==> config.mk <==
export PLATFORM = sky130hd
export DESIGN_NAME = if_stage_top
export DESIGN_NICKNAME = d
export VERILOG_FILES = /design/src/source/if_cfg_pkg.sv /design/src/source/if_ctrl_pkg.sv /design/src/source/if_addr_counter.sv /design/src/source/if_fetch_fsm.sv /design/src/source/if_id_reg.sv /design/src/source/if_pc_select.sv /design/src/source/if_stage_top.sv
export SDC_FILE = /design/constraint.sdc
export NUM_CORES = 1
export LEC_CHECK = 0
export ABC_CLOCK_PERIOD_IN_PS = 6550
export BUFFER_PORTS_ARGS = -buffer_cell sky130_fd_sc_hd__buf_4
export CAP_MARGIN = 0
export CORE_AREA = 4 4 131 133
export DETAILED_ROUTE_END_ITERATION = 8
export DIE_AREA = 0 0 135 137
export HOLD_SLACK_MARGIN = 0.12
export PLACE_DENSITY = 0.72
export SKIP_LAST_GASP = 1
export SLEW_MARGIN = 0
export SYNTH_ARGS = -nofsm -noshare
export SYNTH_HDL_FRONTEND = slang
export SYNTH_HIERARCHICAL = 1
export SYNTH_SLANG_ARGS = --single-unit
==> constraint.sdc <==
create_clock -name clk_i -period 6.55 [get_ports clk_i]
set_input_delay 0.655 -clock clk_i [delete_from_list [all_inputs] [get_ports clk_i]]
set_output_delay 0.655 -clock clk_i [all_outputs]
set_load 0.02 [all_outputs]
==> src/source/if_cfg_pkg.sv <==
// fetch stage widths and fixed addresses for a 32-bit core, no compressed instructions
// debug entry points match the debug module's default base address

package if_cfg_pkg;

  ////////////////////////////////////////////////////////////////////////////
  // widths
  ////////////////////////////////////////////////////////////////////////////

  localparam int unsigned addr_w    = 32;
  localparam int unsigned instr_w   = 32;
  localparam int unsigned irq_vec_w = 5;

  // byte address on the instruction bus
  typedef logic [addr_w-1:0]    addr_t;
  // raw instruction word as returned by memory
  typedef logic [instr_w-1:0]   instr_t;
  // index into the vectored interrupt table
  typedef logic [irq_vec_w-1:0] irq_vec_t;

  ////////////////////////////////////////////////////////////////////////////
  // fixed addresses and steps
  ////////////////////////////////////////////////////////////////////////////

  // debug module entry points
  localparam addr_t dm_halt_addr      = 32'h1A110800;
  localparam addr_t dm_exception_addr = 32'h1A110808;

  // every internal interrupt lands on the last table slot
  localparam irq_vec_t nmi_irq_vec = 5'd31;

  // one word per fetch
  localparam addr_t word_bytes = 32'd4;

endpackage

==> src/source/if_ctrl_pkg.sv <==
// control encodings and bundled signals of the fetch stage
// struct field order is fixed, other blocks pack these values directly

package if_ctrl_pkg;

  ////////////////////////////////////////////////////////////////////////////
  // selectors and states
  ////////////////////////////////////////////////////////////////////////////

  // source of the new PC on a redirect
  typedef enum logic [2:0] {
    pc_boot = 3'd0,
    pc_jump = 3'd1,
    pc_exc  = 3'd2,
    pc_eret = 3'd3,
    pc_dret = 3'd4
  } pc_sel_e;

  // kind of trap entry when pc_exc is selected
  typedef enum logic [1:0] {
    exc_pc_exc     = 2'd0,
    exc_pc_irq     = 2'd1,
    exc_pc_dbd     = 2'd2,
    exc_pc_dbg_exc = 2'd3
  } exc_pc_sel_e;

  // bus side of fetch, one request in flight at most
  typedef enum logic [1:0] {
    idle        = 2'd0,
    req         = 2'd1,
    wait_rvalid = 2'd2,
    drop        = 2'd3
  } fetch_state_e;

  ////////////////////////////////////////////////////////////////////////////
  // bundles
  ////////////////////////////////////////////////////////////////////////////

  typedef struct packed {
    logic                 irq_int;     // internal source, forced onto the NMI slot
    if_cfg_pkg::irq_vec_t lower_cause;
  } exc_cause_t;

  typedef struct packed {
    logic        pc_set;  // single-cycle strobe
    pc_sel_e     pc_sel;
    exc_pc_sel_e exc_sel;
  } redirect_t;

  typedef struct packed {
    if_cfg_pkg::addr_t mepc;
    if_cfg_pkg::addr_t depc;
    if_cfg_pkg::addr_t mtvec;
  } csr_pcs_t;

  // contents of the IF-ID slot
  typedef struct packed {
    if_cfg_pkg::instr_t instr;
    if_cfg_pkg::addr_t  pc;
    logic               fetch_err;
  } if_id_t;

endpackage

==> src/source/if_addr_counter.sv <==
// fetch address counter, steps one word per accepted request
// a redirect wins over a grant in the same cycle

`timescale 1ns/1ns

module if_addr_counter (
  input  logic              clk_i,
  input  logic              rst_ni,
  input  logic              pc_set_i,
  input  if_cfg_pkg::addr_t next_pc_i,
  input  logic              grant_i,
  output if_cfg_pkg::addr_t fetch_addr_o,
  output if_cfg_pkg::addr_t resp_addr_o
);

  import if_cfg_pkg::*;

  addr_t fetch_addr_q;
  addr_t resp_addr_q;

  always_ff @(posedge clk_i or negedge rst_ni) begin
    if (!rst_ni) begin
      fetch_addr_q <= '0;
    end else if (pc_set_i) begin
      fetch_addr_q <= next_pc_i;
    end else if (grant_i) begin
      fetch_addr_q <= fetch_addr_q + word_bytes;
    end
  end

  // PC of the request in flight, tags its response
  always_ff @(posedge clk_i) begin
    if (grant_i) begin
      resp_addr_q <= fetch_addr_q;
    end
  end

  assign fetch_addr_o = fetch_addr_q;
  assign resp_addr_o  = resp_addr_q;

  // whatever the redirect source, the bus only ever sees word addresses
  assert property (@(posedge clk_i) disable iff (!rst_ni)
    grant_i |-> (fetch_addr_q[1:0] == 2'b00))
    else $error("misaligned fetch address accepted");

endmodule

==> src/source/if_fetch_fsm.sv <==
// bus FSM for a request/grant/valid bus with one request outstanding
// a new request starts only while the IF-ID slot is free, which keeps the single response
// slot from ever overflowing

`timescale 1ns/1ns

module if_fetch_fsm (
  input  logic clk_i,
  input  logic rst_ni,
  input  logic req_i,
  input  logic pc_set_i,
  input  logic slot_free_i,
  input  logic instr_gnt_i,
  input  logic instr_rvalid_i,
  output logic instr_req_o,
  output logic grant_o,
  output logic resp_keep_o,
  output logic busy_o
);

  import if_ctrl_pkg::*;

  fetch_state_e state_q, state_d;

  assign instr_req_o = (state_q == req);
  // acceptance cycle of the bus
  assign grant_o     = instr_req_o & instr_gnt_i;
  // a redirect in the same cycle kills the response
  assign resp_keep_o = (state_q == wait_rvalid) & instr_rvalid_i & ~pc_set_i;
  assign busy_o      = (state_q != idle);

  always_comb begin : next_state
    state_d = state_q;
    unique case (state_q)
      idle: begin
        if (req_i && slot_free_i) begin
          state_d = req;
        end
      end
      req: begin
        if (instr_gnt_i) begin
          // granted address is already stale if a redirect arrives with the grant
          state_d = pc_set_i ? drop : wait_rvalid;
        end else if (!req_i) begin
          // nothing accepted yet, request may be withdrawn
          state_d = idle;
        end
      end
      wait_rvalid: begin
        if (instr_rvalid_i) begin
          // response ends the transfer, kept or squashed
          state_d = idle;
        end else if (pc_set_i) begin
          state_d = drop;
        end
      end
      drop: begin
        // swallow the orphaned response
        if (instr_rvalid_i) begin
          state_d = idle;
        end
      end
      default: state_d = idle;
    endcase
  end

  always_ff @(posedge clk_i or negedge rst_ni) begin
    if (!rst_ni) begin
      state_q <= idle;
    end else begin
      state_q <= state_d;
    end
  end

  // memory must never answer without an accepted request
  assert property (@(posedge clk_i) disable iff (!rst_ni)
    instr_rvalid_i |-> (state_q inside {wait_rvalid, drop}))
    else $error("rvalid without outstanding request");

endmodule

==> src/source/if_id_reg.sv <==
// IF-ID slot, one instruction held until decode clears it
// a redirect squashes the held instruction in the same edge

`timescale 1ns/1ns

module if_id_reg (
  input  logic                clk_i,
  input  logic                rst_ni,
  input  logic                resp_keep_i,
  input  logic                pc_set_i,
  input  if_cfg_pkg::instr_t  instr_rdata_i,
  input  logic                instr_bus_err_i,
  input  if_cfg_pkg::addr_t   resp_addr_i,
  input  logic                instr_valid_clear_i,
  output logic                slot_free_o,
  output if_ctrl_pkg::if_id_t if_id_o,
  output logic                instr_valid_id_o,
  output logic                instr_new_id_o
);

  logic valid_q, valid_d;
  logic new_q;

  // decode may free the slot in the cycle it consumes it
  assign slot_free_o = ~valid_q | instr_valid_clear_i;

  // held until cleared or squashed
  assign valid_d = resp_keep_i | (valid_q & ~instr_valid_clear_i & ~pc_set_i);

  always_ff @(posedge clk_i or negedge rst_ni) begin
    if (!rst_ni) begin
      valid_q <= 1'b0;
      new_q   <= 1'b0;
    end else begin
      valid_q <= valid_d;
      // single-cycle marker of a fresh entry
      new_q   <= resp_keep_i;
    end
  end

  always_ff @(posedge clk_i) begin
    if (resp_keep_i) begin
      if_id_o.instr     <= instr_rdata_i;
      if_id_o.pc        <= resp_addr_i;
      if_id_o.fetch_err <= instr_bus_err_i;
    end
  end

  assign instr_valid_id_o = valid_q;
  assign instr_new_id_o   = new_q;

  // the FSM only starts a fetch into a free slot, so a response never lands on a held entry
  assert property (@(posedge clk_i) disable iff (!rst_ni)
    resp_keep_i |-> (!valid_q || instr_valid_clear_i))
    else $error("response overwrites a held instruction");

endmodule

==> src/source/if_pc_select.sv <==
// next-PC selection, purely combinational
// mtvec is taken as 256-byte aligned in vectored mode, its low byte is ignored there
// the jump target must already be word aligned, no compressed support

`timescale 1ns/1ns

module if_pc_select (
  input  if_ctrl_pkg::redirect_t  redirect_i,
  input  if_ctrl_pkg::exc_cause_t exc_cause_i,
  input  if_ctrl_pkg::csr_pcs_t   csr_pcs_i,
  input  if_cfg_pkg::addr_t       boot_addr_i,
  input  if_cfg_pkg::addr_t       branch_target_i,
  output if_cfg_pkg::addr_t       next_pc_o,
  output logic                    csr_mtvec_init_o
);

  import if_cfg_pkg::*;
  import if_ctrl_pkg::*;

  irq_vec_t irq_vec;
  addr_t    exc_pc;

  ////////////////////////////////////////////////////////////////////////////
  // trap vector
  ////////////////////////////////////////////////////////////////////////////

  // internal interrupts share the NMI slot
  assign irq_vec = exc_cause_i.irq_int ? nmi_irq_vec : exc_cause_i.lower_cause;

  always_comb begin : exc_pc_mux
    unique case (redirect_i.exc_sel)
      // direct mode, base only
      exc_pc_exc:     exc_pc = {csr_pcs_i.mtvec[31:2], 2'b00};
      // vectored, one word per cause
      exc_pc_irq:     exc_pc = {csr_pcs_i.mtvec[31:8], 1'b0, irq_vec, 2'b00};
      exc_pc_dbd:     exc_pc = dm_halt_addr;
      exc_pc_dbg_exc: exc_pc = dm_exception_addr;
      default:        exc_pc = {csr_pcs_i.mtvec[31:2], 2'b00};
    endcase
  end

  ////////////////////////////////////////////////////////////////////////////
  // next PC
  ////////////////////////////////////////////////////////////////////////////

  always_comb begin : next_pc_mux
    unique case (redirect_i.pc_sel)
      pc_boot: next_pc_o = boot_addr_i;
      pc_jump: next_pc_o = branch_target_i;
      pc_exc:  next_pc_o = exc_pc;
      // return from trap or debug
      pc_eret: next_pc_o = csr_pcs_i.mepc;
      pc_dret: next_pc_o = csr_pcs_i.depc;
      default: next_pc_o = boot_addr_i;
    endcase
  end

  // boot redirect also seeds mtvec in the CSR file
  assign csr_mtvec_init_o = redirect_i.pc_set & (redirect_i.pc_sel == pc_boot);

  // selector sanity, only sampled on a real redirect
  always_comb begin : redirect_checks
    if (redirect_i.pc_set && redirect_i.pc_sel == pc_boot) begin
      assert (boot_addr_i[7:0] == 8'h00)
        else $error("boot address not 256-byte aligned");
    end
    if (redirect_i.pc_set && redirect_i.pc_sel == pc_exc) begin
      assert (!$isunknown(redirect_i.exc_sel))
        else $error("exception select unknown on redirect");
    end
    if (redirect_i.pc_set && redirect_i.pc_sel == pc_jump) begin
      assert (branch_target_i[1:0] == 2'b00)
        else $error("jump target not word aligned");
    end
  end

endmodule

==> src/source/if_stage_top.sv <==
// instruction fetch stage top, word fetch without cache or prediction
// pc_set_target_o and csr_mtvec_init_o are combinational from redirect_i
// outputs of if_id_o are only meaningful while instr_valid_id_o is high

`timescale 1ns/1ns

module if_stage_top (
  input  logic                    clk_i,
  input  logic                    rst_ni,
  input  if_cfg_pkg::addr_t       boot_addr_i,
  input  logic                    req_i,
  input  if_ctrl_pkg::redirect_t  redirect_i,
  input  if_ctrl_pkg::exc_cause_t exc_cause_i,
  input  if_ctrl_pkg::csr_pcs_t   csr_pcs_i,
  input  if_cfg_pkg::addr_t       branch_target_i,
  // instruction bus
  output logic                    instr_req_o,
  output if_cfg_pkg::addr_t       instr_addr_o,
  input  logic                    instr_gnt_i,
  input  logic                    instr_rvalid_i,
  input  if_cfg_pkg::instr_t      instr_rdata_i,
  input  logic                    instr_bus_err_i,
  // decode side
  input  logic                    instr_valid_clear_i,
  output if_ctrl_pkg::if_id_t     if_id_o,
  output logic                    instr_valid_id_o,
  output logic                    instr_new_id_o,
  output if_cfg_pkg::addr_t       pc_set_target_o,
  output logic                    csr_mtvec_init_o,
  output logic                    if_busy_o
);

  import if_cfg_pkg::*;

  logic  grant;
  logic  resp_keep;
  logic  slot_free;
  addr_t resp_addr;

  // selected target also feeds the counter load
  if_pc_select u_pc_select (
    .redirect_i       (redirect_i),
    .exc_cause_i      (exc_cause_i),
    .csr_pcs_i        (csr_pcs_i),
    .boot_addr_i      (boot_addr_i),
    .branch_target_i  (branch_target_i),
    .next_pc_o        (pc_set_target_o),
    .csr_mtvec_init_o (csr_mtvec_init_o)
  );

  if_fetch_fsm u_fetch_fsm (
    .clk_i          (clk_i),
    .rst_ni         (rst_ni),
    .req_i          (req_i),
    .pc_set_i       (redirect_i.pc_set),
    .slot_free_i    (slot_free),
    .instr_gnt_i    (instr_gnt_i),
    .instr_rvalid_i (instr_rvalid_i),
    .instr_req_o    (instr_req_o),
    .grant_o        (grant),
    .resp_keep_o    (resp_keep),
    .busy_o         (if_busy_o)
  );

  if_addr_counter u_addr_counter (
    .clk_i        (clk_i),
    .rst_ni       (rst_ni),
    .pc_set_i     (redirect_i.pc_set),
    .next_pc_i    (pc_set_target_o),
    .grant_i      (grant),
    .fetch_addr_o (instr_addr_o),
    .resp_addr_o  (resp_addr)
  );

  if_id_reg u_id_reg (
    .clk_i               (clk_i),
    .rst_ni              (rst_ni),
    .resp_keep_i         (resp_keep),
    .pc_set_i            (redirect_i.pc_set),
    .instr_rdata_i       (instr_rdata_i),
    .instr_bus_err_i     (instr_bus_err_i),
    .resp_addr_i         (resp_addr),
    .instr_valid_clear_i (instr_valid_clear_i),
    .slot_free_o         (slot_free),
    .if_id_o             (if_id_o),
    .instr_valid_id_o    (instr_valid_id_o),
    .instr_new_id_o      (instr_new_id_o)
  );

endmodule
==> reports/metrics.csv <==
stage,metric,value,unit
sta,max_freq,277,MHz
logic_synthesis,synthesis.nets,780,
final_layout,diodes,0,
clock_network,cts_resized,0,
placement,port-buffer-count,342,
setup_path,arrival,2.96,ns
sta,tightest_slew,1.11,ns
sta,slew_viol_final,0,
routing,viasPerCell,5.16,
logic_synthesis,synth_area_per_cell,11.1,um^2
routing,vias,5830,
power_and_ir_drop,ir_drop,0.165,mV
die,coreArea,15800,um^2
routing,wl_per_cell,19.4,um
sta,maxSlewHeadroom,0.258,
logic_synthesis,synth-main-ff-cell,edfxtp_1,
final_layout,layout-drive-gt1-share,0.441,
sta,final.min_clock_period,3.61,ns
die,die_h,137,um
clock_network,insertion_delay,0.41,ns
setup_path,worstPathRequired,5.89,ns
setup_path,cp_max_fo,42,
sta,rsz0062_at_grt,false,
global_route,grt-ovfl-total,0,
logic_synthesis,synth_top_area_share,0.463,
global_route,grt_first_pass_wirelength,32300,um
die,die_width,135,um
die,fp.dieArea,18500,um^2
placement,gp_congestion,0.912,
clock_network,clock_path_buffers,2,
logic_synthesis,synth-async-reset-ratio,0.271,
final_layout,nNetsFinal,1113,
routing,wl,21900,um
setup_path,end_kind,output pin,
sta,clock_skew,0.0139,ns
power_and_ir_drop,leakage,0.00399,uW
sta,tns,0,ns
logic_synthesis,synth-seq-cells,133,
sta,min_period_over_period,0.551,
clock_network,holdBufCountCts,0,
routing,drc_errors,0,
logic_synthesis,ys_warn_count,6,
power_and_ir_drop,p_per_area,280,nW/um^2
logic_synthesis,syn_area,6290,um^2
die,row_count,46,
routing,drtIter0Drc,388,
die,initial_core_util,0.397,
run_status,status,finished clean,
global_route,grt_max_degree,45,
clock_network,cts_buffers,17,
clock_network,clock_sinks,133,
final_layout,nFillCells,1376,
logic_synthesis,yosysSeqAreaShare,0.607,
power_and_ir_drop,power.total,2690,uW
clock_network,htree_levels,4,
logic_synthesis,synth_top_cell_by_area,edfxtp_1,
logic_synthesis,yosysMostFrequentCell,edfxtp_1,
global_route,grt_usage,0.230,
setup_path,start_kind,input port,
final_layout,syn_to_final_growth,52.8,%
flow_run,max-cap-violations,0,
sta,hold_slack,0.215,ns
sta,finalWorstSetupSlack,2.94,ns
logic_synthesis,syn-instance-count,568,
final_layout,finalInstanceArea,9610,um^2
clock_network,cts_tree,done,
logic_synthesis,synth_cell_types,53,
sta,hold_viol_final,0,
logic_synthesis,ys_top_cells_by_count,"edfxtp_1, nor2_1, nand2_1, a21oi_1, dfrtp_1",
clock_network,cts-root-buf,clkbuf_16,
sta,setup_viol,0,
die,io_pins,345,
global_route,antenna_found_initial,0,
clock_network,cts_setup_buffers,0,
placement,dpl_cell_area,9010,um^2
clock_network,clk_pin_slew_worst_paths,0.06,ns
placement,place_ws,2.97,ns
logic_synthesis,synth_edf_count,97,
setup_path,path_class,input port to output pin,
worst_hold_path,hold_class,input port to async pin,
routing,first_pass_iters,5,
placement,dp_hpwl,16600,um
logic_synthesis,synth.area.top_cells,"edfxtp_1, dfrtp_1, nor2_1",
routing,drtAntennaViolNets,0,
global_route,grt_pass1_vias,5792,
==> report_power, final <==
part	total, uW	internal (uW)	switching, uW
clock	958	574	384
sequential	1120	1040	83.8
combinational	614	265	348
==> cell usage in the layout, fill, tap and decap left out, types with 6 or more instances in the layout <==
| cell type | instances |
|---|---|
| nand4_1 | 12 |
| a22oi_1 | 18 |
| inv_6 | 6 |
| nor3_1 | 16 |
| dfrtp_1 | 36 |
| a31oi_1 | 13 |
| nand2_1 | 63 |
| a21oi_1 | 39 |
| o21ai_1 | 13 |
| or3_1 | 8 |
| o221ai_1 | 6 |
| mux2i_1 | 7 |
| nand3_1 | 8 |
| o22ai_1 | 10 |
| inv_1 | 10 |
| o22a_1 | 6 |
| nor2_2 | 7 |
| buf_4 | 347 |
| xnor2_1 | 10 |
| o21ai_0 | 29 |
| clkbuf_16 | 17 |
| edfxtp_1 | 97 |
| nor2_1 | 63 |
==> through the flow <==
| stage | utilization | std cells |
|---|---|---|
| after global placement | 0.569 | 1098 |
| after floorplan | - | 568 |
| final | 0.607 | 1130 |
| after detailed placement | 0.569 | 1098 |
| after global routing | 0.607 | 1130 |
| after CTS | 0.607 | 1130 |
==> area by class of cell <==
| cell class | count | area, um^2 | share of cell area |
|---|---|---|---|
| clock buffer | 18 | 429 | 0.0447 |
| timing repair buffer | 347 | 2610 | 0.271 |
| tap | 216 | 270 | 0.0281 |
| clock inverter | 14 | 166 | 0.0173 |
| inverter | 11 | 41.3 | 0.00430 |
| sequential | 133 | 3810 | 0.397 |
| multi-input combinational | 391 | 2280 | 0.238 |
==> metal layers <==
metal,part of all wire,up-vias,global-route usage,wire length (um)
met3,0.074,30,0.0581,1620
li1,-,2804,-,-
met4,0.027,0,0.0957,595
met1,0.39,2732,0.282,8560
met5,0,-,0,0
met2,0.51,264,0.389,11100
==> cells by family (layout without fill, tap and decap cells) <==
family	Yosys count	after routing	share of synthesized area
compound gates	146	146	0.144
xor+xnor	16	16	0.0223
fa+ha+maj	1	1	0.00199
buf+inv	44	390	0.0342
flops	133	133	0.607
mux	9	9	0.0147
simple gates	219	219	0.176
==> path summary, 6_finish.rpt <==
check                      slack [ns]                               to  cells after the start                            from
setup / recovery                 2.94              pc_set_target_o[17]                      7                   redirect_i[2]
hold / removal                   0.22   u_addr_counter/fetch_addr_o[5]                      1                          rst_ni
setup reg to reg                 3.95  u_addr_counter/fetch_addr_o[21]                      6          u_fetch_fsm/state_q[1]
hold reg to reg                  0.42             u_id_reg/if_id_o[27]                      0  u_addr_counter/resp_addr_o[26]
max in group asynchronous        5.97  u_addr_counter/fetch_addr_o[23]                      1                          rst_ni
min in group clk_i               0.42             u_id_reg/if_id_o[27]                      0  u_addr_counter/resp_addr_o[26]
==> registers in the layout, indices dropped and copies added, names as in the netlist <==
name                         flops
u_fetch_fsm/state_q              2
u_id_reg/instr_valid_id_o        1
u_id_reg/if_id_o                65
u_addr_counter/fetch_addr_o     32
u_addr_counter/resp_addr_o      32
u_id_reg/instr_new_id_o          1
==> worst max-delay path, cell delays in order <==
cell     delay, ns
buf_4         0.39
nor2_2        0.13
xnor2_2       0.72
buf_4         0.39
nor2_1        0.06
a21oi_1       0.35
buf_4         0.23
Note: power is estimated with default switching activity, not from simulation.
